## src/common/pwm_pkg.sv

```systemverilog
// Shared widths, vector types, register offsets and FSM/counter enums for the PWM chain
package pwm_pkg;

    // Bus and setting widths
    localparam int bus_width = 32;
    localparam int deadtime_width = 16;
    localparam int shift_width = 16;

    // Fixed by the register map
    localparam int channel_count = 3;

    typedef logic [bus_width-1:0] bus_addr_t;
    typedef logic [bus_width-1:0] bus_data_t;
    typedef logic [deadtime_width-1:0] deadtime_t;
    typedef logic [shift_width-1:0] shift_t;

    // Timebase counting modes where codes 3 to 7 behave as up counting
    typedef enum logic [2:0] {
        mode_up = 3'd0,
        mode_down = 3'd1,
        mode_up_down = 3'd2
    } counter_mode_t;

    // Register block write handling
    typedef enum logic {
        idle_state,
        act_state
    } bus_state_t;

    // Comparator thresholds
    localparam bus_addr_t reg_cmp_low0 = 32'h00;
    localparam bus_addr_t reg_cmp_low1 = 32'h04;
    localparam bus_addr_t reg_cmp_low2 = 32'h08;
    localparam bus_addr_t reg_cmp_high0 = 32'h0C;
    localparam bus_addr_t reg_cmp_high1 = 32'h10;
    localparam bus_addr_t reg_cmp_high2 = 32'h14;

    // Dead times are locked while the counter runs
    localparam bus_addr_t reg_deadtime0 = 32'h18;
    localparam bus_addr_t reg_deadtime1 = 32'h1C;
    localparam bus_addr_t reg_deadtime2 = 32'h20;

    // Timebase setup
    localparam bus_addr_t reg_counter_start = 32'h24;
    localparam bus_addr_t reg_counter_stop = 32'h28;
    localparam bus_addr_t reg_timebase_shift = 32'h2C;

    // Enables and control
    localparam bus_addr_t reg_output_enable = 32'h30;
    localparam bus_addr_t reg_deadtime_enable = 32'h34;
    localparam bus_addr_t reg_counter_control = 32'h38;

endpackage

```

## src/pwm_chain/chain_control_unit.sv

```systemverilog
// Bus write handler and settings register file of the PWM chain
`timescale 1ns/1ns

module chain_control_unit #(
    parameter pwm_pkg::bus_addr_t BASE_ADDRESS = '0,
    parameter int COUNTER_WIDTH = 16
) (
    input  logic clock,
    input  logic reset,
    input  logic write_strobe,
    input  pwm_pkg::bus_addr_t address,
    input  pwm_pkg::bus_data_t write_data,
    input  logic counter_running,
    output logic ready,
    output logic counter_run,
    output pwm_pkg::counter_mode_t counter_mode,
    output logic [COUNTER_WIDTH-1:0] counter_start,
    output logic [COUNTER_WIDTH-1:0] counter_stop,
    output pwm_pkg::shift_t timebase_shift,
    output logic [pwm_pkg::channel_count-1:0][COUNTER_WIDTH-1:0] threshold_low,
    output logic [pwm_pkg::channel_count-1:0][COUNTER_WIDTH-1:0] threshold_high,
    output pwm_pkg::deadtime_t [pwm_pkg::channel_count-1:0] deadtime,
    output logic [pwm_pkg::channel_count-1:0] deadtime_enable,
    output logic [2*pwm_pkg::channel_count-1:0] output_enable
);
    import pwm_pkg::*;

    bus_state_t state;
    logic act_done;
    logic dc_mode;

    // Write captured at the accepting edge
    bus_addr_t latched_address;
    bus_data_t latched_data;

    logic [COUNTER_WIDTH-1:0] latched_value;

    assign latched_value = latched_data[COUNTER_WIDTH-1:0];

    always_ff @(posedge clock) begin
        if (state == idle_state && write_strobe) begin
            latched_address <= address;
            latched_data <= write_data;
        end

        if (!reset) begin
            state <= idle_state;
            act_done <= 1'b0;
            ready <= 1'b1;
            dc_mode <= 1'b0;
            counter_run <= 1'b0;
            counter_mode <= mode_up;
            counter_start <= '0;
            counter_stop <= '0;
            timebase_shift <= '0;
            threshold_low <= '0;
            threshold_high <= '1;
            deadtime <= '0;
            deadtime_enable <= '0;
            output_enable <= '0;
        end else begin
            case (state)
                idle_state: begin
                    act_done <= 1'b0;
                    if (write_strobe) begin
                        ready <= 1'b0;
                        state <= act_state;
                    end
                end
                act_state: begin
                    if (act_done) begin
                        // Second cycle releases the bus
                        ready <= 1'b1;
                        state <= idle_state;
                    end else begin
                        act_done <= 1'b1;
                        case (latched_address)
                            BASE_ADDRESS + reg_cmp_low0: threshold_low[0] <= latched_value;
                            BASE_ADDRESS + reg_cmp_low1: threshold_low[1] <= latched_value;
                            BASE_ADDRESS + reg_cmp_low2: threshold_low[2] <= latched_value;
                            BASE_ADDRESS + reg_cmp_high0: threshold_high[0] <= latched_value;
                            BASE_ADDRESS + reg_cmp_high1: threshold_high[1] <= latched_value;
                            BASE_ADDRESS + reg_cmp_high2: threshold_high[2] <= latched_value;
                            BASE_ADDRESS + reg_deadtime0: begin
                                if (!counter_running) begin
                                    deadtime[0] <= latched_data[deadtime_width-1:0];
                                end
                            end
                            BASE_ADDRESS + reg_deadtime1: begin
                                if (!counter_running) begin
                                    deadtime[1] <= latched_data[deadtime_width-1:0];
                                end
                            end
                            BASE_ADDRESS + reg_deadtime2: begin
                                if (!counter_running) begin
                                    deadtime[2] <= latched_data[deadtime_width-1:0];
                                end
                            end
                            BASE_ADDRESS + reg_counter_start: begin
                                if (!counter_running) begin
                                    counter_start <= latched_value;
                                    // In DC mode the bottom limit doubles as all low thresholds
                                    if (dc_mode) begin
                                        threshold_low <= {channel_count{latched_value}};
                                    end
                                end
                            end
                            BASE_ADDRESS + reg_counter_stop: begin
                                if (!counter_running) begin
                                    counter_stop <= latched_value;
                                    if (dc_mode) begin
                                        threshold_high <= {channel_count{latched_value}};
                                    end
                                end
                            end
                            BASE_ADDRESS + reg_timebase_shift: begin
                                if (!counter_running) begin
                                    timebase_shift <= latched_data[shift_width-1:0];
                                end
                            end
                            BASE_ADDRESS + reg_output_enable: begin
                                output_enable <= latched_data[2*channel_count-1:0];
                            end
                            BASE_ADDRESS + reg_deadtime_enable: begin
                                deadtime_enable <= latched_data[channel_count-1:0];
                            end
                            BASE_ADDRESS + reg_counter_control: begin
                                counter_run <= latched_data[4];
                                if (!counter_running) begin
                                    dc_mode <= latched_data[3];
                                    if (latched_data[3]) begin
                                        counter_mode <= mode_up_down;
                                    end else begin
                                        case (latched_data[2:0])
                                            3'd1: counter_mode <= mode_down;
                                            3'd2: counter_mode <= mode_up_down;
                                            default: counter_mode <= mode_up;
                                        endcase
                                    end
                                end
                            end
                            // Unmapped address leaves every register unchanged
                            default: ;
                        endcase
                    end
                end
                default: state <= idle_state;
            endcase
        end
    end

endmodule

```

## src/pwm_chain/pwm_comparator_bank.sv

```systemverilog
// Registered window comparators, one raw PWM signal per channel
`timescale 1ns/1ns

module pwm_comparator_bank #(
    parameter int COUNTER_WIDTH = 16
) (
    input  logic clock,
    input  logic reset,
    input  logic [COUNTER_WIDTH-1:0] counter_value,
    input  logic [pwm_pkg::channel_count-1:0][COUNTER_WIDTH-1:0] threshold_low,
    input  logic [pwm_pkg::channel_count-1:0][COUNTER_WIDTH-1:0] threshold_high,
    output logic [pwm_pkg::channel_count-1:0] pwm_raw
);
    import pwm_pkg::*;

    logic [channel_count-1:0] above_low;
    logic [channel_count-1:0] below_high;

    // Window edges per channel
    always_comb begin
        for (int ch = 0; ch < channel_count; ch++) begin
            above_low[ch] = counter_value >= threshold_low[ch];
            below_high[ch] = counter_value < threshold_high[ch];
        end
    end

    // High inside [low, high) one cycle behind the count
    always_ff @(posedge clock) begin
        if (!reset) begin
            pwm_raw <= '0;
        end else begin
            pwm_raw <= above_low & below_high;
        end
    end

endmodule

```

## src/pwm_chain/pwm_deadtime.sv

```systemverilog
// Complementary pair with rising edge dead time and output enables
`timescale 1ns/1ns

module pwm_deadtime (
    input  logic clock,
    input  logic reset,
    input  logic pwm_raw_in,
    input  pwm_pkg::deadtime_t deadtime,
    input  logic deadtime_enable,
    input  logic [1:0] output_enable,
    output logic pwm_high,
    output logic pwm_low
);
    import pwm_pkg::*;

    // Index 0 is the high side, index 1 the low side
    logic [1:0] side_target;
    logic [1:0] side_out;
    deadtime_t hold_count [2];

    assign side_target = {~pwm_raw_in, pwm_raw_in};

    always_ff @(posedge clock) begin
        if (!reset) begin
            side_out <= '0;
            hold_count[0] <= '0;
            hold_count[1] <= '0;
        end else begin
            for (int side = 0; side < 2; side++) begin
                if (!side_target[side]) begin
                    // Falling edge passes straight through and rearms the hold-off
                    side_out[side] <= 1'b0;
                    hold_count[side] <= deadtime;
                end else if (!deadtime_enable || hold_count[side] == '0) begin
                    side_out[side] <= 1'b1;
                end else begin
                    hold_count[side] <= hold_count[side] - 1'b1;
                end
            end
        end
    end

    // Per-side masking
    assign pwm_high = side_out[0] & output_enable[0];
    assign pwm_low = side_out[1] & output_enable[1];

endmodule

```

## src/verilog/pwm_chain_top.sv

```systemverilog
// Top level with register block, timebase, comparator bank and three dead time stages
`timescale 1ns/1ns

module pwm_chain_top #(
    parameter pwm_pkg::bus_addr_t BASE_ADDRESS = '0,
    parameter int COUNTER_WIDTH = 16
) (
    input  logic clock,
    input  logic reset,
    input  logic write_strobe,
    input  pwm_pkg::bus_addr_t address,
    input  pwm_pkg::bus_data_t write_data,
    output logic ready,
    output logic [2*pwm_pkg::channel_count-1:0] pwm_out,
    output logic [COUNTER_WIDTH-1:0] counter_value,
    output logic counter_running
);
    import pwm_pkg::*;

    // Settings from the register block
    logic counter_run;
    counter_mode_t counter_mode;
    logic [COUNTER_WIDTH-1:0] counter_start;
    logic [COUNTER_WIDTH-1:0] counter_stop;
    shift_t timebase_shift;
    logic [channel_count-1:0][COUNTER_WIDTH-1:0] threshold_low;
    logic [channel_count-1:0][COUNTER_WIDTH-1:0] threshold_high;
    deadtime_t [channel_count-1:0] deadtime;
    logic [channel_count-1:0] deadtime_enable;
    logic [2*channel_count-1:0] output_enable;

    logic [channel_count-1:0] pwm_raw;

    chain_control_unit #(
        .BASE_ADDRESS(BASE_ADDRESS),
        .COUNTER_WIDTH(COUNTER_WIDTH)
    ) i_control (
        .clock(clock),
        .reset(reset),
        .write_strobe(write_strobe),
        .address(address),
        .write_data(write_data),
        .counter_running(counter_running),
        .ready(ready),
        .counter_run(counter_run),
        .counter_mode(counter_mode),
        .counter_start(counter_start),
        .counter_stop(counter_stop),
        .timebase_shift(timebase_shift),
        .threshold_low(threshold_low),
        .threshold_high(threshold_high),
        .deadtime(deadtime),
        .deadtime_enable(deadtime_enable),
        .output_enable(output_enable)
    );

    pwm_timebase #(
        .COUNTER_WIDTH(COUNTER_WIDTH)
    ) i_timebase (
        .clock(clock),
        .reset(reset),
        .counter_run(counter_run),
        .counter_mode(counter_mode),
        .counter_start(counter_start),
        .counter_stop(counter_stop),
        .timebase_shift(timebase_shift),
        .counter_value(counter_value),
        .counter_running(counter_running)
    );

    pwm_comparator_bank #(
        .COUNTER_WIDTH(COUNTER_WIDTH)
    ) i_comparators (
        .clock(clock),
        .reset(reset),
        .counter_value(counter_value),
        .threshold_low(threshold_low),
        .threshold_high(threshold_high),
        .pwm_raw(pwm_raw)
    );

    // Even bit high side, odd bit low side
    for (genvar ch = 0; ch < channel_count; ch++) begin : g_deadtime
        pwm_deadtime i_deadtime (
            .clock(clock),
            .reset(reset),
            .pwm_raw_in(pwm_raw[ch]),
            .deadtime(deadtime[ch]),
            .deadtime_enable(deadtime_enable[ch]),
            .output_enable(output_enable[2*ch+1 -: 2]),
            .pwm_high(pwm_out[2*ch]),
            .pwm_low(pwm_out[2*ch+1])
        );
    end

endmodule

```

## src/verilog/pwm_timebase.sv

```systemverilog
// Up, down and up-down counter between start and stop with phase shift
`timescale 1ns/1ns

module pwm_timebase #(
    parameter int COUNTER_WIDTH = 16
) (
    input  logic clock,
    input  logic reset,
    input  logic counter_run,
    input  pwm_pkg::counter_mode_t counter_mode,
    input  logic [COUNTER_WIDTH-1:0] counter_start,
    input  logic [COUNTER_WIDTH-1:0] counter_stop,
    input  pwm_pkg::shift_t timebase_shift,
    output logic [COUNTER_WIDTH-1:0] counter_value,
    output logic counter_running
);
    import pwm_pkg::*;

    logic count_down;
    logic [COUNTER_WIDTH-1:0] shifted_start;
    logic [COUNTER_WIDTH-1:0] shifted_stop;

    // Load values wrap to the counter width
    assign shifted_start = counter_start + COUNTER_WIDTH'(timebase_shift);
    assign shifted_stop = counter_stop + COUNTER_WIDTH'(timebase_shift);

    always_ff @(posedge clock) begin
        if (!reset) begin
            counter_value <= '0;
            counter_running <= 1'b0;
            count_down <= 1'b0;
        end else if (!counter_run) begin
            counter_value <= '0;
            counter_running <= 1'b0;
            count_down <= 1'b0;
        end else if (!counter_running) begin
            // First run cycle
            counter_running <= 1'b1;
            count_down <= 1'b0;
            if (counter_mode == mode_down) begin
                counter_value <= shifted_stop;
            end else begin
                counter_value <= shifted_start;
            end
        end else begin
            case (counter_mode)
                mode_down: begin
                    if (counter_value <= counter_start) begin
                        counter_value <= counter_stop;
                    end else begin
                        counter_value <= counter_value - 1'b1;
                    end
                end
                mode_up_down: begin
                    // Turn around at either limit
                    if (!count_down && counter_value >= counter_stop) begin
                        count_down <= 1'b1;
                        counter_value <= counter_value - 1'b1;
                    end else if (count_down && counter_value <= counter_start) begin
                        count_down <= 1'b0;
                        counter_value <= counter_value + 1'b1;
                    end else if (count_down) begin
                        counter_value <= counter_value - 1'b1;
                    end else begin
                        counter_value <= counter_value + 1'b1;
                    end
                end
                default: begin
                    if (counter_value >= counter_stop) begin
                        counter_value <= counter_start;
                    end else begin
                        counter_value <= counter_value + 1'b1;
                    end
                end
            endcase
        end
    end

endmodule
```

## config.mk

```make
export PLATFORM = sky130hd
export DESIGN_NAME = pwm_chain_top
export DESIGN_NICKNAME = d
export VERILOG_FILES = /design/src/common/pwm_pkg.sv /design/src/pwm_chain/chain_control_unit.sv /design/src/pwm_chain/pwm_comparator_bank.sv /design/src/pwm_chain/pwm_deadtime.sv /design/src/verilog/pwm_chain_top.sv /design/src/verilog/pwm_timebase.sv
export SDC_FILE = /design/constraint.sdc
export NUM_CORES = 1
export LEC_CHECK = 0
export BUFFER_PORTS_ARGS = -buffer_cell sky130_fd_sc_hd__buf_4
export CORE_UTILIZATION = 63
export CTS_CLUSTER_DIAMETER = 80
export CTS_CLUSTER_SIZE = 12
export DETAILED_ROUTE_END_ITERATION = 10
export GPL_ROUTABILITY_DRIVEN = 0
export PLACE_DENSITY = 0.79
export SLEW_MARGIN = 25
export SYNTH_ARGS = -nofsm -noshare
export SYNTH_HDL_FRONTEND = slang
export SYNTH_SLANG_ARGS = --single-unit
```

## constraint.sdc

```tcl
create_clock -name clock -period 4.8 [get_ports clock]
set_input_delay 0.48 -clock clock [delete_from_list [all_inputs] [get_ports clock]]
set_output_delay 0.48 -clock clock [all_outputs]
set_load 0.01 [all_outputs]
```

## After elaboration in Yosys (flattened, before gate mapping)

Memories as Yosys holds them, arrays and structs flattened.
Cells that the tools add are included.

- Input port bits: 67
- Memory bits (writable): 96
- Output and inout port bits: 24
- Word-level logic and storage cells: 236
- Bits in read-only memories: 0
- Memories: 3
- Register bits after elaboration: 284
- Latch bits: 0

- Shift-type cells: 0
- Multiplexer cells: 83
- Reductions and logical operators: 53
- Add/sub/neg operators: 10
- Div/mod/pow operators: 0
- Bitwise logic cells: 23
- Equal/unequal tests: 24
- Multipliers: 0
- Order comparisons: 8

Memories:

| memory | words | width | read ports | clocked after memory_dff | write ports | line | source |
|---|---|---|---|---|---|---|---|
| g_deadtime[0].i_deadtime.hold_count | 2 | 16 | 2 | 0 | 2 | pwm_deadtime.sv:19 | `deadtime_t hold_count [2];` |
| g_deadtime[1].i_deadtime.hold_count | 2 | 16 | 2 | 0 | 2 | pwm_deadtime.sv:19 |  |
| g_deadtime[2].i_deadtime.hold_count | 2 | 16 | 2 | 0 | 2 | pwm_deadtime.sv:19 |  |

Operators by type and width:

| kind | count |
|---|---|
| $mux 16 | 19 |
| $eq 32x6->1 const B | 7 |
| $pmux 16 s2 | 7 |
| $eq 32x5->1 const B | 4 |
| $sub 16x1->16 const B | 7 |
| $logic_not 16->1 | 6 |
| $mux 48 | 2 |
| $eq 32x4->1 const B | 2 |
| $ge 16x16->1 | 4 |
| $mux 1 | 50 |
| $lt 16x16->1 | 3 |
| $add 16x16->16 | 2 |
| $eq 32x3->1 const B | 1 |
| $logic_not 32->1 | 1 |
| $reduce_and 5->1 | 6 |
| $reduce_and 4->1 | 7 |
| $add 16x1->16 const B | 1 |
| $le 16x16->1 | 1 |
| $reduce_bool 2->1 | 7 |
| $or 1x1->1 | 12 |
| $reduce_and 2->1 | 6 |
| $reduce_and 3->1 | 4 |
| $ne 2x2->1 const B | 4 |
| $and 1x1->1 | 6 |
| other kinds (12) | 32 |

## Depth between registers and ports, before layout

An unclocked memory read counts as a cell.

- Depth in word-level cells: 8
- Depth in mapped cells: 16
- Mapped depth without buffers: 14

## Cells and area by module

Synthesis repeated with hierarchy kept, for this count alone.

- Cell total of the unflattened synthesis: 2339
- Area total of the unflattened synthesis: 22012.4 µm²

Modules (own cells, without submodules):

| module | instances | seq. area each (µm²) | cells an instance | area an instance (µm²) |
|---|---|---|---|---|
| chain_control_unit | 1 | 5605.4 | 893 | 9735.6 |
| pwm_deadtime | 3 | 1001.0 | 202 | 2097.0 |
| pwm_timebase | 1 | 360.3 | 519 | 3611.0 |
| pwm_comparator_bank | 1 | 60.1 | 321 | 2374.8 |

## Least setup slack after synthesis

Ideal clock, no wire load.

- Kind: register to register
- Start point: register i_control.counter_mode[1]
- End point: register i_timebase.counter_value[13]
- Clock period less this slack: 3821 ps
- Library setup time: 114 ps
- Data required time: 4686 ps
- Stages on the path, launching flop included: 16
- Path buffers: 3
- Path slack: 979 ps
- Data arrival time: 3706 ps
- Cells stage by stage: dfxtp_1 -> inv_1 -> ha_1 -> clkbuf_1 -> clkbuf_1 -> clkbuf_1 -> o21ai_0 -> ha_1 -> a211o_1 -> a2111oi_0 -> o31ai_1 -> a2111oi_0 -> or3_1 -> xnor2_1 -> nor2_1 -> a2111oi_0

- Word-level cells in the longest chain between the ends: 3
- Elaborated cells on any way between the ends: 5
- Classes of those cells: 2 x eq/ne; 3 x mux

RTL lines:

| element | line | source |
|---|---|---|
| start: declaration | chain_control_unit.sv:16 | `output pwm_pkg::counter_mode_t counter_mode,` |
| start signal: assignment | chain_control_unit.sv:52 | `counter_mode <= mode_up;` |
| start signal: assignment | chain_control_unit.sv:132 | `counter_mode <= mode_up_down;` |
| start signal: assignment | chain_control_unit.sv:135 | `3'd1: counter_mode <= mode_down;` |
| $eq 3x2->1 / $eq 3x1->1 (equally long branches) | pwm_timebase.sv:46, pwm_timebase.sv:40 |  |
| $pmux 16 s2 / $mux 16 (equally long branches) | pwm_timebase.sv:46, pwm_timebase.sv:40 |  |
| $mux 16 * | pwm_timebase.sv:36 | `end else if (!counter_running) begin` |
| end signal: assignment | pwm_timebase.sv:41 | `counter_value <= shifted_stop;` |
| end signal: assignment | pwm_timebase.sv:49 | `counter_value <= counter_stop;` |
| end signal: assignment | pwm_timebase.sv:51 | `counter_value <= counter_value - 1'b1;` |
| end: declaration | pwm_timebase.sv:14 | `output logic [COUNTER_WIDTH-1:0] counter_value,` |

Mark *: on every way between the ends. The rest lies on a longest branch, timed or not.
A chain may end at the register's enable or synchronous reset.

## Worst setup path after layout

- Start point: register i_control.counter_mode[0]
- End point: register i_timebase.counter_value[15]

Same word-level chain as after synthesis.

==> metrics.md <==
| Metric | Value |
|---|---|
| Avg Inst Size Synth | 9.63 sq um |
| Antenna violations before repair | 0 |
| CP Launch Point | i_control.counter_mode[0] |
| Die Y | 186 microns |
| Synth Instances | 2226 |
| HPWL after DPL | between 30 and 40 mm |
| Worst hold start | write_data[6] |
| Critical Path Sink Type | flip-flop |
| Setup TNS Final | 0 ns |
| CTS Hold Buffers Added | 0 |
| CTS tree | built |
| Die area | 34800 sq um |
| Post-synth EDFFs | 144 |
| Cell Area, Synth | roughly 21000 sq um |
| All-Layer GR Usage | 0.311 |
| Clk_lat worst skew | 0.53 ns |
| First-pass GRT wire length | 86.8 mm |
| Design Area, Final | 23400 sq um |
| Worst-Margin Slew | between 1 and 1.5 ns |
| Initial core utilization | 0.639 |
| Slew HR | 0.324 |
| Cell Chain, Critical Path | ha_1 -> buf_4 -> o21ai_0 -> ha_1 -> o21a_1 -> o21ai_0 -> o31ai_1 -> a2111oi_0 -> or3_1 -> o21ai_0 -> xnor2_1 -> o22ai_1 |
| Dpl cell area | 22300 sq um |
| Fin crit share | 0.802 |
| Crit path DAT | 4.25 ns |
| CP max stage delay | 0.47 ns |
| FP Rows | 67 |
| Clock Tree Buf Depth | 3 |
| Fin nets | 2479 |
| Footprint of the multi-input gates | ~11000 sq um |
| FF+latch count, synth | approximately 380 |
| # port buffers | 74 |
| Post-CTS Setup Inserts | 0 |
| Seq/Total Area, Yosys | 0.421 |
| I/O pin count | 91 |
| CP most frequent cell | o21ai_0 |
| Die Width | 186 microns |
| Antenna viol nets, final | 0 |
| RSZ-0062 raised after global routing | no |
| P per Cell Area | 278 nW/um^2 |
| Crit path max fanout | 37 |
| TritonRoute pass-1 iters | 6 |
| Fraction of layout cells with a size suffix above 1 | 0.0938 |
| Reg area | around 9000 sq um |
| Synth unique cells | 77 |
| Cts repair resizes | 0 |
| Fmax | 260 MHz |
| DRT iter0 DRCs | 1374 |
| Diodes inserted | 0 |
| Final non-filler cell total | 2730 |
| Peak supply drop | between 0.2 and 0.25 mV |
| Final setup violation count | 0 |
| Min-delay worst type | in -> reg |
| Final hold violation count | 0 |
| WHS | 0.126 ns |
| Crit start category | flip-flop |
| Synth Flop Type | dfxtp_1 |
| CP max-delay cell | buf_4 |
| Clock transition at path regs | about 0.060 ns |
| Max Slew Vio Count | 0 |
| H-Tree Depth | 2 |
| Total CTS buffers | 37 |
| Vias | 16700 |
| CTS root buf | clkbuf_16 |
| Status | complete, no violations |
| Layout area overhead | 9.24% |
| Fillers | 2547 |
| Synth cell count leaders | dfxtp_1, mux2i_1, nand2_1 |
| Yosys top cell by area | dfxtp_1 |
| FF-to-FF Start | i_control.counter_mode[0] |
| Fin crit period | 3.85 ns |
| Cell family with most CP delay | compound AO/OA/AOI/OAI gates |
| Remaining global-route overflow | 0 |
| WP data required | 5.20 ns |
| Yosys warns | 0 |
| DRC | 0 |
| Asr flop ratio synth | 0 |
| Sink Count | about 380 |
| Syn_nets | approximately 2400 |
| Vias in the first global route | 16800 |
| Leak pwr | 0.0102 uW |
| Total wire length | 54.5 mm |
| CP bufs+invs | 1 |
| Max cap viols | 0 |
| Via density | 6.11 |
| CORE AREA | 33500 sq um |
| Post-Route Skew | 0.0219 ns |
| Largest net degree at the start of global routing | 139 |
| Largest cells by area after synthesis | dfxtp_1, edfxtp_1, mux2i_1, ha_1, nor2b_1 |
| Post-synth top area share | 0.219 |
| WL/cell | 19.9 microns |
| Critical setup path kind | reg -> reg |
| Count leader, synth | dfxtp_1 |
| Dpl cells | 2667 |
==> sequential cells by signal, indices dropped and copies added, names as in the netlist, 32 cells and up <==
name and count:
i_control.deadtime 48, i_control.threshold_low 48, i_control.latched_address 32, g_deadtime.i_deadtime.hold_count 96
i_control.threshold_high 48
==> worst paths after layout <==
| path | to | slack, ns | depth (start not counted) |
|---|---|---|---|
| max | i_timebase.counter_value[15] | 0.95 | 12 |
| min | i_control.latched_data[6] | 0.13 | 1 |
| max reg2reg | i_timebase.counter_value[15] | 0.95 | 12 |
| min reg2reg | g_deadtime[2].i_deadtime.side_out[1] | 0.47 | 1 |
==> routing by layer <==
| metal | share of wire | wire [microns] | up-vias | global-route usage |
|---|---|---|---|---|
| li1 | - | - | 7896 | - |
| met1 | 0.41 | 22400 | 8005 | 0.382 |
| met2 | 0.48 | 26100 | 597 | 0.530 |
| met3 | 0.064 | 3460 | 181 | 0.0498 |
| met4 | 0.046 | 2500 | 0 | 0.159 |
| met5 | 0 | 0 | - | 0 |
==> worst reg2reg max path: stages (launching register included) <==
cell and delay (ns):
dfxtp_1 0.36, ha_1 0.39, buf_4 0.47, o21ai_0 0.16
ha_1 0.39, o21a_1 0.16, o21ai_0 0.12, o31ai_1 0.46
a2111oi_0 0.19, or3_1 0.43, o21ai_0 0.36, xnor2_1 0.17
o22ai_1 0.09
==> layout by cell type (no fill, tap or decap), types with 51 or more instances in the layout <==
cell,n
nor2_1,96
nor2b_1,163
dfxtp_1,235
ha_1,153
a21oi_1,91
o21ai_0,115
nand2_1,186
mux2i_1,195
inv_1,151
edfxtp_1,144
nand3_1,76
xor2_1,51
xnor2_1,71
buf_4,111
==> where the power goes <==
group | internal (uW) | switching, uW | total, uW
clock | 1500 | 1210 | 2710
combinational | 123 | 163 | 286
sequential | 3410 | 109 | 3520
==> per-stage QoR <==
stage	utilization	worst slack [ns]	total power [uW]
2_1_floorplan	-	0.979	3740
3_3_place_gp	0.666	1.07	3850
3_5_place_dp	0.666	1.02	3870
4_1_cts	0.698	1.00	6530
5_1_grt	0.698	0.751	6710
6_report	0.698	0.950	6510
==> cell type report <==
type | instances | share of cell area
multi-input combinational | 1577 | 0.484
sequential | 379 | 0.385
clock buffer | 61 | 0.0452
timing repair buffer | 112 | 0.0362
inverter | 151 | 0.0242
tap | 448 | 0.0239
clock inverter | 2 | 0.000694
==> cells by family after synthesis <==
logic type / synth area share
AOI/OAI and AO/OA: 0.123
and+or+nand+nor: 0.171
muxes: 0.0931
DFF: 0.421
adders and majority gates: 0.0902
xor gates and xnor gates: 0.0498
buffers and inverters: 0.0518
(Power assumes the default switching activity.)
